## src/raster_pkg.sv

```systemverilog
package raster_pkg;

    localparam int SCREEN_W     = 320;
    localparam int SCREEN_H     = 240;
    localparam int SUBPIX_BITS  = 3;
    localparam int RECIP_BITS   = 16;
    localparam int RECIP_SHIFT  = 44;  // Reciprocal is 2^44 / |denom|
    localparam int WEIGHT_FRAC  = 16;
    localparam int WEIGHT_SHIFT = RECIP_SHIFT - WEIGHT_FRAC;

    typedef logic signed [31:0] q16_16_t;
    typedef logic [11:0]        color12_t;  // RGB444, red on top
    typedef logic signed [18:0] coord_t;    // Q16.3
    typedef logic signed [37:0] dot_t;      // Q32.6
    typedef logic signed [75:0] wide_t;     // Q64.12

    typedef struct packed {
        coord_t   x;
        coord_t   y;
        color12_t color;
        q16_16_t  depth;
    } vertex_t;

    typedef struct packed {
        vertex_t v0;
        vertex_t v1;
        vertex_t v2;
    } tri_in_t;

    typedef struct packed {
        coord_t                v0x, v0y;
        coord_t                e0x, e0y;  // v1 - v0
        coord_t                e1x, e1y;  // v2 - v0
        dot_t                  d00, d01, d11;
        logic                  denom_neg;
        logic [RECIP_BITS-1:0] denom_inv;
        color12_t              v0_color, v1_color, v2_color;
        q16_16_t               v0_depth, v1_depth, v2_depth;
        logic [15:0]           xmin, xmax;  // Whole pixels, clipped
        logic [15:0]           ymin, ymax;
    } tri_setup_t;

    typedef struct packed {
        logic [15:0] x;
        logic [15:0] y;
        tri_setup_t  triangle;
    } pixel_state_t;

    typedef struct packed {
        logic         valid;
        pixel_state_t pixel;
        wide_t        v_num, w_num;
        wide_t        denom;
    } pixel_eval_stage1_t;

    typedef struct packed {
        logic         valid;
        pixel_state_t pixel;
        wide_t        v_num, w_num, u_num;
    } pixel_eval_stage2_t;

    typedef struct packed {
        logic         valid;
        pixel_state_t pixel;
        wide_t        v_num, w_num;
        logic         is_inside;
    } pixel_eval_stage3_t;

    typedef struct packed {
        logic         valid;
        pixel_state_t pixel;
        color12_t     color;
        q16_16_t      depth;
    } pixel_output_t;

    typedef enum logic {IDLE, SCAN} walk_state_t;

    typedef enum logic [1:0] {R_IDLE, R_RUN, R_DONE} recip_state_t;

endpackage

```

## src/bbox_walker.sv

```systemverilog
`timescale 1ns/1ps

module bbox_walker (
    input  logic                     clk,
    input  logic                     rst,
    input  raster_pkg::tri_setup_t   setup,
    input  logic                     setup_valid,
    output logic                     setup_ready,
    output raster_pkg::pixel_state_t pix,
    output logic                     pix_valid,
    input  logic                     pix_ready
);
    import raster_pkg::*;

    walk_state_t state;
    tri_setup_t  tri_q;
    logic [15:0] x;
    logic [15:0] y;
    logic        last_x;
    logic        last_y;

    assign setup_ready  = (state == IDLE);
    assign pix_valid    = (state == SCAN);
    assign last_x       = (x >= tri_q.xmax);
    assign last_y       = (y >= tri_q.ymax);
    assign pix.x        = x;
    assign pix.y        = y;
    assign pix.triangle = tri_q;  // Same setup rides with every pixel

    always_ff @(posedge clk or posedge rst) begin
        if (rst) begin
            state <= IDLE;
            x     <= '0;
            y     <= '0;
        end else begin
            case (state)
                IDLE: begin
                    if (setup_valid) begin
                        state <= SCAN;
                        x     <= setup.xmin;
                        y     <= setup.ymin;
                    end
                end
                SCAN: begin
                    if (pix_ready) begin
                        if (!last_x) begin
                            x <= x + 16'd1;
                        end else begin
                            x <= tri_q.xmin;  // Next row
                            if (last_y) begin
                                state <= IDLE;
                            end else begin
                                y <= y + 16'd1;
                            end
                        end
                    end
                end
                default: state <= IDLE;
            endcase
        end
    end

    always_ff @(posedge clk) begin
        if (setup_valid && setup_ready) begin
            tri_q <= setup;
        end
    end

    assert property (@(posedge clk) disable iff (rst)
        pix_valid |-> x >= tri_q.xmin && x <= tri_q.xmax && y >= tri_q.ymin && y <= tri_q.ymax);

endmodule

```

## config.mk

```make
export PLATFORM = sky130hd
export DESIGN_NAME = bbox_walker
export DESIGN_NICKNAME = d
export VERILOG_FILES = /design/src/raster_pkg.sv /design/src/bbox_walker.sv
export SDC_FILE = /design/constraint.sdc
export NUM_CORES = 1
export LEC_CHECK = 0
export BUFFER_PORTS_ARGS = -buffer_cell sky130_fd_sc_hd__buf_2
export CORE_AREA = 2 2 356 358
export DETAILED_ROUTE_END_ITERATION = 12
export DIE_AREA = 0 0 358 360
export PLACE_DENSITY = 0.38
export SETUP_SLACK_MARGIN = 0.4
export SYNTH_ARGS = -nofsm -noshare
export SYNTH_HDL_FRONTEND = slang
export SYNTH_SLANG_ARGS = --single-unit
```

## constraint.sdc

```tcl
create_clock -name clk -period 21.4 [get_ports clk]
set_clock_uncertainty 0.05 [all_clocks]
set_input_delay 1.07 -clock clk [delete_from_list [all_inputs] [get_ports clk]]
set_output_delay 1.07 -clock clk [all_outputs]
set_load 0.02 [all_outputs]
```

== Word level (Yosys, flattened, before mapping) ==
Cells that the tools add are included.

* Bits in registers: 474
* Bits of input ports: 445
* Output and inout port bits: 475

* Add/sub/neg operators: 2
* Order comparisons: 2
* Equal/unequal tests: 4
* Mux-type cells: 14
* Bitwise logic cells: 1
* Reduce and logical (&&, ||, !) cells: 3

{| class="wikitable"
|+ Operators by type and width
! cell !! count
|-
| $mux W16 || 7
|-
| $pmux W16 S2 || 2
|-
| $add A16 B1 Y16 const B || 2
|-
| $ge A16 B16 Y1 || 2
|-
| $ne A2 B2 Y1 const B || 3
|-
| $mux W1 || 4
|-
| $reduce_and A4 Y1 || 1
|-
| $ne A2 B1 Y1 const B || 1
|-
| $pmux W1 S2 || 1
|-
| $reduce_and A2 Y1 || 1
|-
| $logic_and A1 B1 Y1 || 1
|-
| $not A1 Y1 || 1
|}

== Depth between registers and ports, before layout ==
Gate-level depths: netlist of the first run.

* Depth after elaboration: 5
* Mapped depth: 10
* Depth with buffers taken out: 8

== Worst setup path before layout of the first run ==
OpenSTA, ideal clock, no wires.

* Path type: input-to-reg
* From: input port setup_valid
* To: register x[12]
* Library setup time: 0.166 ns
* Arrival: 10.764 ns
* Data required time: 21.184 ns
* Setup slack: 10.420 ns
* Stages on the path: 5
* Path buffers: 1
* Cells stage by stage: nand2_1 > clkbuf_1 > inv_1 > mux2i_1 > o22ai_1

* Longest elaborated chain between the ends: 2

{| class="wikitable"
|+ RTL lines
! item !! RTL line !! source
|-
| start: declaration || bbox_walker.sv:7 || <nowiki>input logic setup_valid,</nowiki>
|-
| $ne A2 B2 Y1 (no source line) || n/a ||
|-
| $reduce_and A2 Y1 (no source line) || n/a ||
|-
| end signal: assignment || bbox_walker.sv:40 || <nowiki>x <= setup.xmin;</nowiki>
|-
| end signal: assignment || bbox_walker.sv:47 || <nowiki>x <= x + 16'd1;</nowiki>
|-
| end signal: assignment || bbox_walker.sv:49 || <nowiki>x <= tri_q.xmin;</nowiki>
|-
| end: declaration || bbox_walker.sv:17 || <nowiki>logic [15:0] x;</nowiki>
|}

Every way passes these cells.
A chain may end at the register's enable or synchronous reset.

== Worst setup path after layout of the first run ==
* From: input port setup_valid
* To: register tri_q, in the netlist pix[94] (enable)

* Longest elaborated chain between the ends: 1

{| class="wikitable"
|+ RTL lines
! item !! RTL line !! source
|-
| $logic_and A1 B1 Y1 || bbox_walker.sv:64 || <nowiki>if (setup_valid && setup_ready) begin</nowiki>
|-
| end signal: assignment || bbox_walker.sv:65 || <nowiki>tri_q <= setup;</nowiki>
|-
| end: declaration || bbox_walker.sv:16 || <nowiki>tri_setup_t tri_q;</nowiki>
|}

Every way passes these cells.

==> results of run 1 <==
area by class of cell:
class / instances / area [sq um] / area share, %
clock buffer: 75 / 1580 / 6.31
tap: 1650 / 2060 / 8.26
antenna: 11 / 27.5 / 0.110
sequential: 474 / 14100 / 56.3
multi-input combinational: 266 / 2040 / 8.15
clock inverter: 39 / 417 / 1.67
inverter: 36 / 143 / 0.571
timing repair buffer: 927 / 4660 / 18.6
cell families after synthesis:
logic type | after synthesis
flops | 474
fa+ha+maj | 34
simple gates | 97
buf+inv | 50
xor+xnor | 28
compound gates | 73
mux | 34
worst paths after layout:
check	end	slack, ps	depth (start not counted)
max	pix[94]$_DFFE_PP_	17490	5
min in group clk	x[0]$_DFFE_PP0P_	530	2
min	y[15]$_DFFE_PP0P_	510	3
min reg2reg	x[0]$_DFFE_PP0P_	530	2
max reg2reg	pix[94]$_DFFE_PP_	17730	5
max in group asynchronous	x[13]$_DFFE_PP0P_	20410	3
layout by cell type (no fill, tap or decap), types with 11 or more instances in the layout:
master and count:
dfrtp_1 33, clkbuf_16 60, xnor2_1 11, buf_2 919
clkbuf_1 13, nand4_1 11, xor2_1 17, inv_1 35
edfxtp_1 441, nand2_1 19, ha_1 34, diode_2 11
nor2_1 30, a21oi_1 29, mux2i_1 18
stage by stage:
| step | std cells | cell area (sq um) | hold WS (ps) | power, mW | setup WS (ps) |
|---|---|---|---|---|---|
| 2_1_floorplan | 790 | 16300 | 632 | 1.86 | 10420 |
| 3_3_place_gp | 3353 | 23000 | 506 | 2.12 | 16810 |
| 3_5_place_dp | 3353 | 23000 | 519 | 2.13 | 16660 |
| 4_1_cts | 3467 | 25000 | 445 | 3.19 | 17460 |
| 5_1_grt | 3473 | 25000 | 469 | 3.29 | 17210 |
| 6_report | 3478 | 25000 | 513 | 3.11 | 17490 |
where the power goes:
part	switching (mW)	leakage, nW	internal, mW
combinational	0.516	4.69	0.264
sequential	0.104	4.39	1.21
clock	0.434	0.953	0.590
total	1.05	10.0	2.06
state kept, by name (all words and copies together) (netlist names):
register and flops:
y 16, x 16, pix_valid 1, pix 441
metal layers:
layer  vias up  global-route usage, %  wire, um  share of wire [%]
met5         -                      0       174               0.23
met4        28                   3.22      2100                2.8
met3       182                   5.84      9060                 12
met2       630                   18.7     36000                 49
met1      5487                   11.8     26900                 36
li1       5054                      -         -                  -
critical path, cell delays in order:
cell and delay, ps:
buf_2 230, nand2_1 390, inv_8 670, buf_4 790, buf_4 800
==> flow_summary.json, run 1 <==
{
  "ant_nets": 0,
  "synthArstFlopShare_pct": 6.96,
  "yosysUniqueCellTypes": 44,
  "numCtsBuffers": 60,
  "worst_pin_slew_ps": 1140,
  "cts.repair.resized": 0,
  "synth_top_area_cell": "edfxtp_1",
  "reg2reg_from": "pix_valid$_DFF_PP0_",
  "synth_top_area_share_pct": 81.1,
  "fin_util_pct": 20.0,
  "clk_pin_slew_ps": 60,
  "synth.area.mux_share_pct": 2.41,
  "irDropWorstVdd_mv": 0.0651,
  "ys_seq_area_share_pct": 86.1,
  "drv_slew": 0,
  "n_fill_cell": 13600,
  "synth_most_common_cell": "edfxtp_1",
  "fp.dieW_um": 358,
  "dieArea_sq_um": 129000,
  "grt_pass1_vias": 12100,
  "cts_max_level": 2,
  "gp_congestion": 0.813,
  "core-area_sq_um": 125000,
  "cts_root_buf": "clkbuf_16",
  "crit_required_ps": 21630,
  "avgSynthCellArea_sq_um": 20.7,
  "postCtsHoldBufs": 0,
  "setup_viol": 0,
  "relSlewSlack_pct": 23.9,
  "areaGrowthSynthToFinish_pct": 53.0,
  "fp.dieH_um": 360,
  "grt_start_max_net_pins": 87,
  "status": "complete, no violations",
  "yosys.area_share.simple_pct": 2.97,
  "routed_wl_mm": 74.3,
  "cts_max_path_buffers": 3,
  "post-dp-hpwl_mm": 59.9,
  "power_density_nw_per_um2": 125,
  "synth_edf_count": 441,
  "grt_pass1_wl_mm": 98.0,
  "syn_inst": 790,
  "yosysWarnings": 0,
  "end_kind": "flop",
  "synth-xor-area-share_pct": 1.50,
  "synth_top_family_by_area": "simple AND/OR/NAND/NOR gates",
  "netlist_area_sq_um": 16300,
  "dr.first_iter.drc_count": 730,
  "ios": 920,
  "port_buffers": 919,
  "synth-seq-cells": 474,
  "synth_adder_area_share_pct": 2.60,
  "clk_latency_ps": 660,
  "layout-drive-gt1-share_pct": 57.2,
  "setup_tns_ps": 0,
  "drv_cap": 0,
  "post-cts-setup-buffers": 0,
  "grt-ovfl-total": 0,
  "rows": 130,
  "dr_total_vias": 11400,
  "startpoint": "setup_valid",
  "cp_max_fo": 86,
  "viasPerCell": 3.27,
  "cp-start-kind": "primary input",
  "synth-compound-area-share_pct": 2.93,
  "cts_sinks": 474,
  "antenna_found_initial": 71,
  "grt_usage_pct": 11.0,
  "grt_setup_unrepaired": "false",
  "drt_pass1_iterations": 4,
  "yosys-top-cells-count": "441 x edfxtp_1, 36 x inv_1, 34 x ha_1",
  "synthTopCellsByArea": "edfxtp_1 81%, dfrtp_1 5.1%, ha_1 2.6%, mux2i_1 1.1%, xor2_1 0.91%",
  "fmax_ghz": 0.256,
  "arrival_ps": 4140,
  "p_leak_nw": 10.0,
  "hold_path_class": "in2async",
  "worstSetupPathType": "in2reg",
  "drcViolationCount": 0,
  "synth_top_flop_cell": "edfxtp_1",
  "min_period_ps": 3910,
  "initial_core_util_pct": 13.1,
  "synth_nets": 1269,
  "wl_per_cell_um": 21.4,
  "layout.nets": 2244,
  "final_hold_viol_count": 0,
  "fin_crit_sh_pct": 18.3,
  "cts_tree": "built"
}
No activity file was read; power rests on OpenSTA's default activity.
==> run 2: changes to the inputs <==
Clock period 21.4 ns to 3.9 ns, I/O delays scaled along.
==> flow_summary.json, run 2 (same netlist as run 1, synthesis figures left out) <==
{
  "status": "complete, no violations",
  "slowest_stage": "o41ai_1",
  "clk_pin_slew_ps": 60,
  "setup_viol": 0,
  "core-area_sq_um": 125000,
  "cts_tree": "built",
  "cp-start-kind": "flop",
  "critical_path.cell_chain": "ha_1, nand4_1, o41ai_1, a21oi_4, o31ai_4, buf_4, mux2_2",
  "post-dp-hpwl_mm": 62.7,
  "dieArea_sq_um": 129000,
  "end_kind": "flop",
  "drv_slew": 0,
  "port_buffers": 919,
  "drv_cap": 0,
  "grt_pass1_wl_mm": 106,
  "fmax_ghz": 0.354,
  "rows": 130,
  "mostFrequentLayoutCells": "919 x buf_2, 444 x dlygate4sd3_1, 441 x edfxtp_1",
  "endpoint": "y[10]$_DFFE_PP0P_",
  "areaGrowthSynthToFinish_pct": 80.2,
  "clk_latency_ps": 650,
  "r2r_slack_ps": 1080,
  "final_common_cell": "buf_2",
  "worstSetupPathType": "reg2reg",
  "viasPerCell": 3.36,
  "hold_path_class": "in2reg",
  "r2r-end": "y[10]$_DFFE_PP0P_",
  "ios": 920,
  "drt_pass1_iterations": 6,
  "whs_path_depth": 2,
  "grt_usage_pct": 11.7,
  "fin_crit_sh_pct": 72.4,
  "hold_slack_ps": 189,
  "slowest_delay_ps": 590,
  "cp_num_buf_inv": 1,
  "regArea_sq_um": 14100,
  "numCtsBuffers": 58,
  "relSlewSlack_pct": 50.6,
  "cp_max_fo": 16,
  "layout.nets": 2698,
  "gp_congestion": 0.822,
  "fp.dieH_um": 360,
  "antenna_found_initial": 33,
  "routed_wl_mm": 79.4,
  "reg2reg_from": "x[6]$_DFFE_PP0P_",
  "cts_sinks": 474,
  "grt_pass1_vias": 14100,
  "crit_required_ps": 4380,
  "drcViolationCount": 0,
  "n_fill_cell": 13200,
  "min_period_ps": 2820,
  "irDropWorstVdd_mv": 0.346,
  "cts_max_level": 2,
  "final_area_sq_um": 29400,
  "cts_max_path_buffers": 3,
  "dr_total_vias": 13200,
  "cpLargestDelayFamily": "compound AO/OA/AOI/OAI gates",
  "place_area_sq_um": 23100,
  "rr_worst_depth": 7,
  "startpoint": "x[6]$_DFFE_PP0P_",
  "worst_pin_slew_ps": 741,
  "power_density_nw_per_um2": 589,
  "dr.first_iter.drc_count": 753,
  "ant_nets": 0,
  "layout-drive-gt1-share_pct": 46.3,
  "multi_input_area_sq_um": 2040,
  "min_from": "setup[241]",
  "largest_register_ffs": 441,
  "grt-ovfl-total": 0,
  "fp.dieW_um": 358,
  "p_leak_nw": 11.9,
  "grt_start_max_net_pins": 70,
  "path_depth": 7,
  "arrival_ps": 3310,
  "cts.repair.resized": 0,
  "wl_per_cell_um": 20.2,
  "initial_core_util_pct": 13.1,
  "grt_setup_unrepaired": "false",
  "cts_root_buf": "clkbuf_16",
  "final_hold_viol_count": 0
}
-- run 2: power by group --
group / internal (mW) / switching [mW] / total [mW] / leakage [nW]
Clock: 3.01 / 2.30 / 5.31 / 0.895
Combinational: 1.83 / 3.07 / 4.89 / 6.62
Sequential: 6.60 / 0.526 / 7.13 / 4.39
Total: 11.4 / 5.90 / 17.3 / 11.9
-- run 2: metal layers --
layer | share of wire [%] | global-route usage (%)
met1 | 38 | 13.2
met2 | 48 | 19.5
met3 | 12 | 5.74
met4 | 2.4 | 3.27
met5 | 0.028 | 0
-- run 2: worst min-delay path by stage --
stage | to
floorplan | pix[0]$_DFFE_PP_
global placement | pix[265]$_DFFE_PP_
detailed placement | pix[260]$_DFFE_PP_
CTS | pix[196]$_DFFE_PP_
global route | pix[139]$_DFFE_PP_
finish | pix[241]$_DFFE_PP_
-- run 2: layout make-up --
class                           count  share of cell area (%)
Antenna cell                        8                  0.0680
Clock buffer                       71                    5.10
Clock inverter                     36                    1.14
Inverter                           36                   0.480
Multi-Input combinational cell    266                    6.95
Sequential cell                   474                    47.8
Tap cell                         1650                    7.01
Timing Repair Buffer             1383                    31.5
-- run 2: through the flow --
| stage | utilization, % | total power, mW | setup WS (ps) | TNS [ps] | instances |
|---|---|---|---|---|---|
| 2_1_floorplan | - | 10.1 | -3980 | -1764340 | 790 |
| 3_3_place_gp | 18.5 | 11.8 | 1080 | 0 | 3365 |
| 3_5_place_dp | 18.5 | 11.8 | 999 | 0 | 3365 |
| 4_1_cts | 23.5 | 17.7 | 980 | 0 | 3916 |
| 5_1_grt | 23.6 | 18.2 | 863 | 0 | 3924 |
| 6_report | 23.6 | 17.3 | 1080 | 0 | 3924 |
-- run 2: what timing repair did --
item | in CTS | in global routing
setup endpoints to repair | 0 | 0
setup buffers | 0 | 0
endpoints found under the hold margin | 507 | 0
hold buffers | 444 | 0
==> run 3: changes to the inputs <==
Settings changed: ABC_AREA set to 1, CORE_AREA 2 2 356 358 to 2 2 361 363, DIE_AREA 0 0 358 360 to 0 0 363 365.
Clock period 3.9 ns to 2.5 ns, I/O delays scaled along.
==> flow_summary.json, run 3 <==
{
  "fp.dieH_um": 365,
  "gp_congestion": 0.768,
  "final_area_sq_um": 30800,
  "cp_num_buf_inv": 4,
  "avgSynthCellArea_sq_um": 17.1,
  "cpLargestDelayFamily": "buffers and inverters",
  "largest_register_ffs": 441,
  "clk_latency_ps": 670,
  "synth_top_area_cell": "edfxtp_1",
  "routed_wl_mm": 84.0,
  "final_hold_viol_count": 0,
  "mostFrequentLayoutCells": "919 x buf_2, 444 x dlygate4sd3_1, 441 x edfxtp_1",
  "fp.dieW_um": 363,
  "initial_core_util_pct": 13.0,
  "dpl.cell_count": 3595,
  "critical_path.cell_chain": "inv_6, nand2_4, clkinvlp_4, buf_12, buf_16",
  "place_area_sq_um": 23700,
  "grt_pass1_vias": 14400,
  "antenna_found_initial": 30,
  "fin_util_pct": 23.9,
  "crit_required_ps": 2770,
  "yosysWarnings": 0,
  "min_period_ps": 2010,
  "dr_total_vias": 14200,
  "grt_setup_unrepaired": "true",
  "end_kind": "flop",
  "fin_crit_sh_pct": 80.6,
  "core-area_sq_um": 129000,
  "final_common_cell": "buf_2",
  "wl_per_cell_um": 20.0,
  "post-place-ws_ps": 37.5,
  "grt_usage_pct": 11.8,
  "fin_ws_ps": 485,
  "ios": 920,
  "worstSetupPathType": "reg2reg",
  "drv_slew": 0,
  "synthTopCellsByArea": "edfxtp_1 79%, dfrtp_1 4.9%, nand2_1 3.5%, ha_1 2.5%, inv_1 1.7%",
  "numCtsBuffers": 59,
  "ant_nets": 0,
  "drt_pass1_iterations": 4,
  "synthArstFlopShare_pct": 6.96,
  "cts_sinks": 474,
  "synth_most_common_cell": "edfxtp_1",
  "arrival_ps": 2290,
  "cts_max_path_buffers": 3,
  "finalNonFillerCells": 4198,
  "relSlewSlack_pct": 64.1,
  "status": "complete, no violations",
  "drv_cap": 0,
  "layout.nets": 2941,
  "drcViolationCount": 0,
  "synth_top_area_share_pct": 79.2,
  "post-dp-hpwl_mm": 65.3,
  "grt_start_max_net_pins": 76,
  "irDropWorstVdd_mv": 0.504,
  "syn_inst": 978,
  "synth-seq-cells": 474,
  "layout-drive-gt1-share_pct": 46.4,
  "slowest_stage": "dfrtp_2",
  "grt_pass1_wl_mm": 110,
  "hold_path_class": "in2reg",
  "cts_root_buf": "clkbuf_16",
  "cts_max_level": 2,
  "dieArea_sq_um": 132000,
  "setup_viol": 0,
  "synth_nets": 1457,
  "synth_top_flop_cell": "edfxtp_1",
  "areaGrowthSynthToFinish_pct": 84.3,
  "synth_edf_count": 441,
  "ys_seq_area_share_pct": 84.2,
  "yosys-top-cells-count": "441 x edfxtp_1, 154 x nand2_1, 77 x inv_1",
  "clk_pin_slew_ps": 60,
  "grt-ovfl-total": 0,
  "port_buffers": 919,
  "power_density_nw_per_um2": 926,
  "netlist_area_sq_um": 16700,
  "rows": 132,
  "yosysUniqueCellTypes": 37,
  "cts_tree": "built",
  "viasPerCell": 3.38,
  "dr.first_iter.drc_count": 784,
  "cp_max_fo": 71,
  "cp-start-kind": "flop",
  "worst_pin_slew_ps": 538,
  "p_leak_nw": 12.8,
  "fmax_ghz": 0.496,
  "slowest_delay_ps": 440
}
==> run 3: layout make-up <==
| class | count | area [sq um] |
|---|---|---|
| well taps | 1675 | 2100 |
| clock inverters | 40 | 430 |
| diodes | 14 | 35.0 |
| inverters | 78 | 302 |
| clock buffers | 68 | 1510 |
| repair buffers | 1437 | 9800 |
| multi-input cells | 412 | 2550 |
| flip-flops and latches | 474 | 14100 |
| fillers | 13700 | 97800 |
==> run 3: layer usage <==
metal	share of wire [%]	wire [um]	GRT usage, %
met4	2.0	1680	2.93
met3	12	10100	6.32
met1	38	31500	13.2
met2	48	40600	19.7
met5	0.10	85	0
==> run 3: cell families after synthesis <==
family                     count (synthesis)  synth area share [%]
AOI/OAI and AO/OA                         69                  2.39
xor gates and xnor gates                  12                 0.629
adders and majority gates                 34                  2.54
and+or+nand+nor                          295                  7.89
buffers and inverters                     94                  2.39
DFF                                      474                  84.2
==> run 3: stage by stage <==
step | TNS (ps) | power [mW] | hold slack [ps]
global route | 0 | 30.1 | 63.0
finish | 0 | 28.5 | 111
detailed placement | 0 | 18.4 | 234
CTS | 0 | 28.1 | 33.9
global placement | 0 | 18.5 | 243
floorplan | -2399900 | 15.3 | 174
==> run 3: final timing paths <==
check | start | endpoint | slack [ps] | cells after the start
hold reg to reg | y[15]$_DFFE_PP0P_ | y[15]$_DFFE_PP0P_ | 530 | 2
min in group asynchronous | rst | x[3]$_DFFE_PP0P_ | 120 | 4
setup / recovery | pix_valid$_DFF_PP0_ | pix[233]$_DFFE_PP_ | 490 | 5
hold / removal | setup[369] | pix[369]$_DFFE_PP_ | 110 | 2
setup reg to reg | pix_valid$_DFF_PP0_ | pix[233]$_DFFE_PP_ | 490 | 5
max in group asynchronous | rst | y[13]$_DFFE_PP0P_ | 1850 | 4
==> run 3: power breakdown <==
| group | internal, mW | leakage [nW] | switching (mW) | total, mW |
|---|---|---|---|---|
| Sequential | 10.2 | 4.44 | 0.679 | 10.9 |
| Combinational | 3.41 | 7.45 | 5.57 | 8.98 |
| Clock | 4.98 | 0.943 | 3.69 | 8.66 |
==> run 3: what timing repair did <==
action	4_1_cts	5_1_grt
cloned	1	3
pin swaps	0	28
endpoints found under the setup margin	76	151
hold buffers	444	0
resized for setup	11	64
buffers inserted	4	29
hold endpoints to repair	507	0
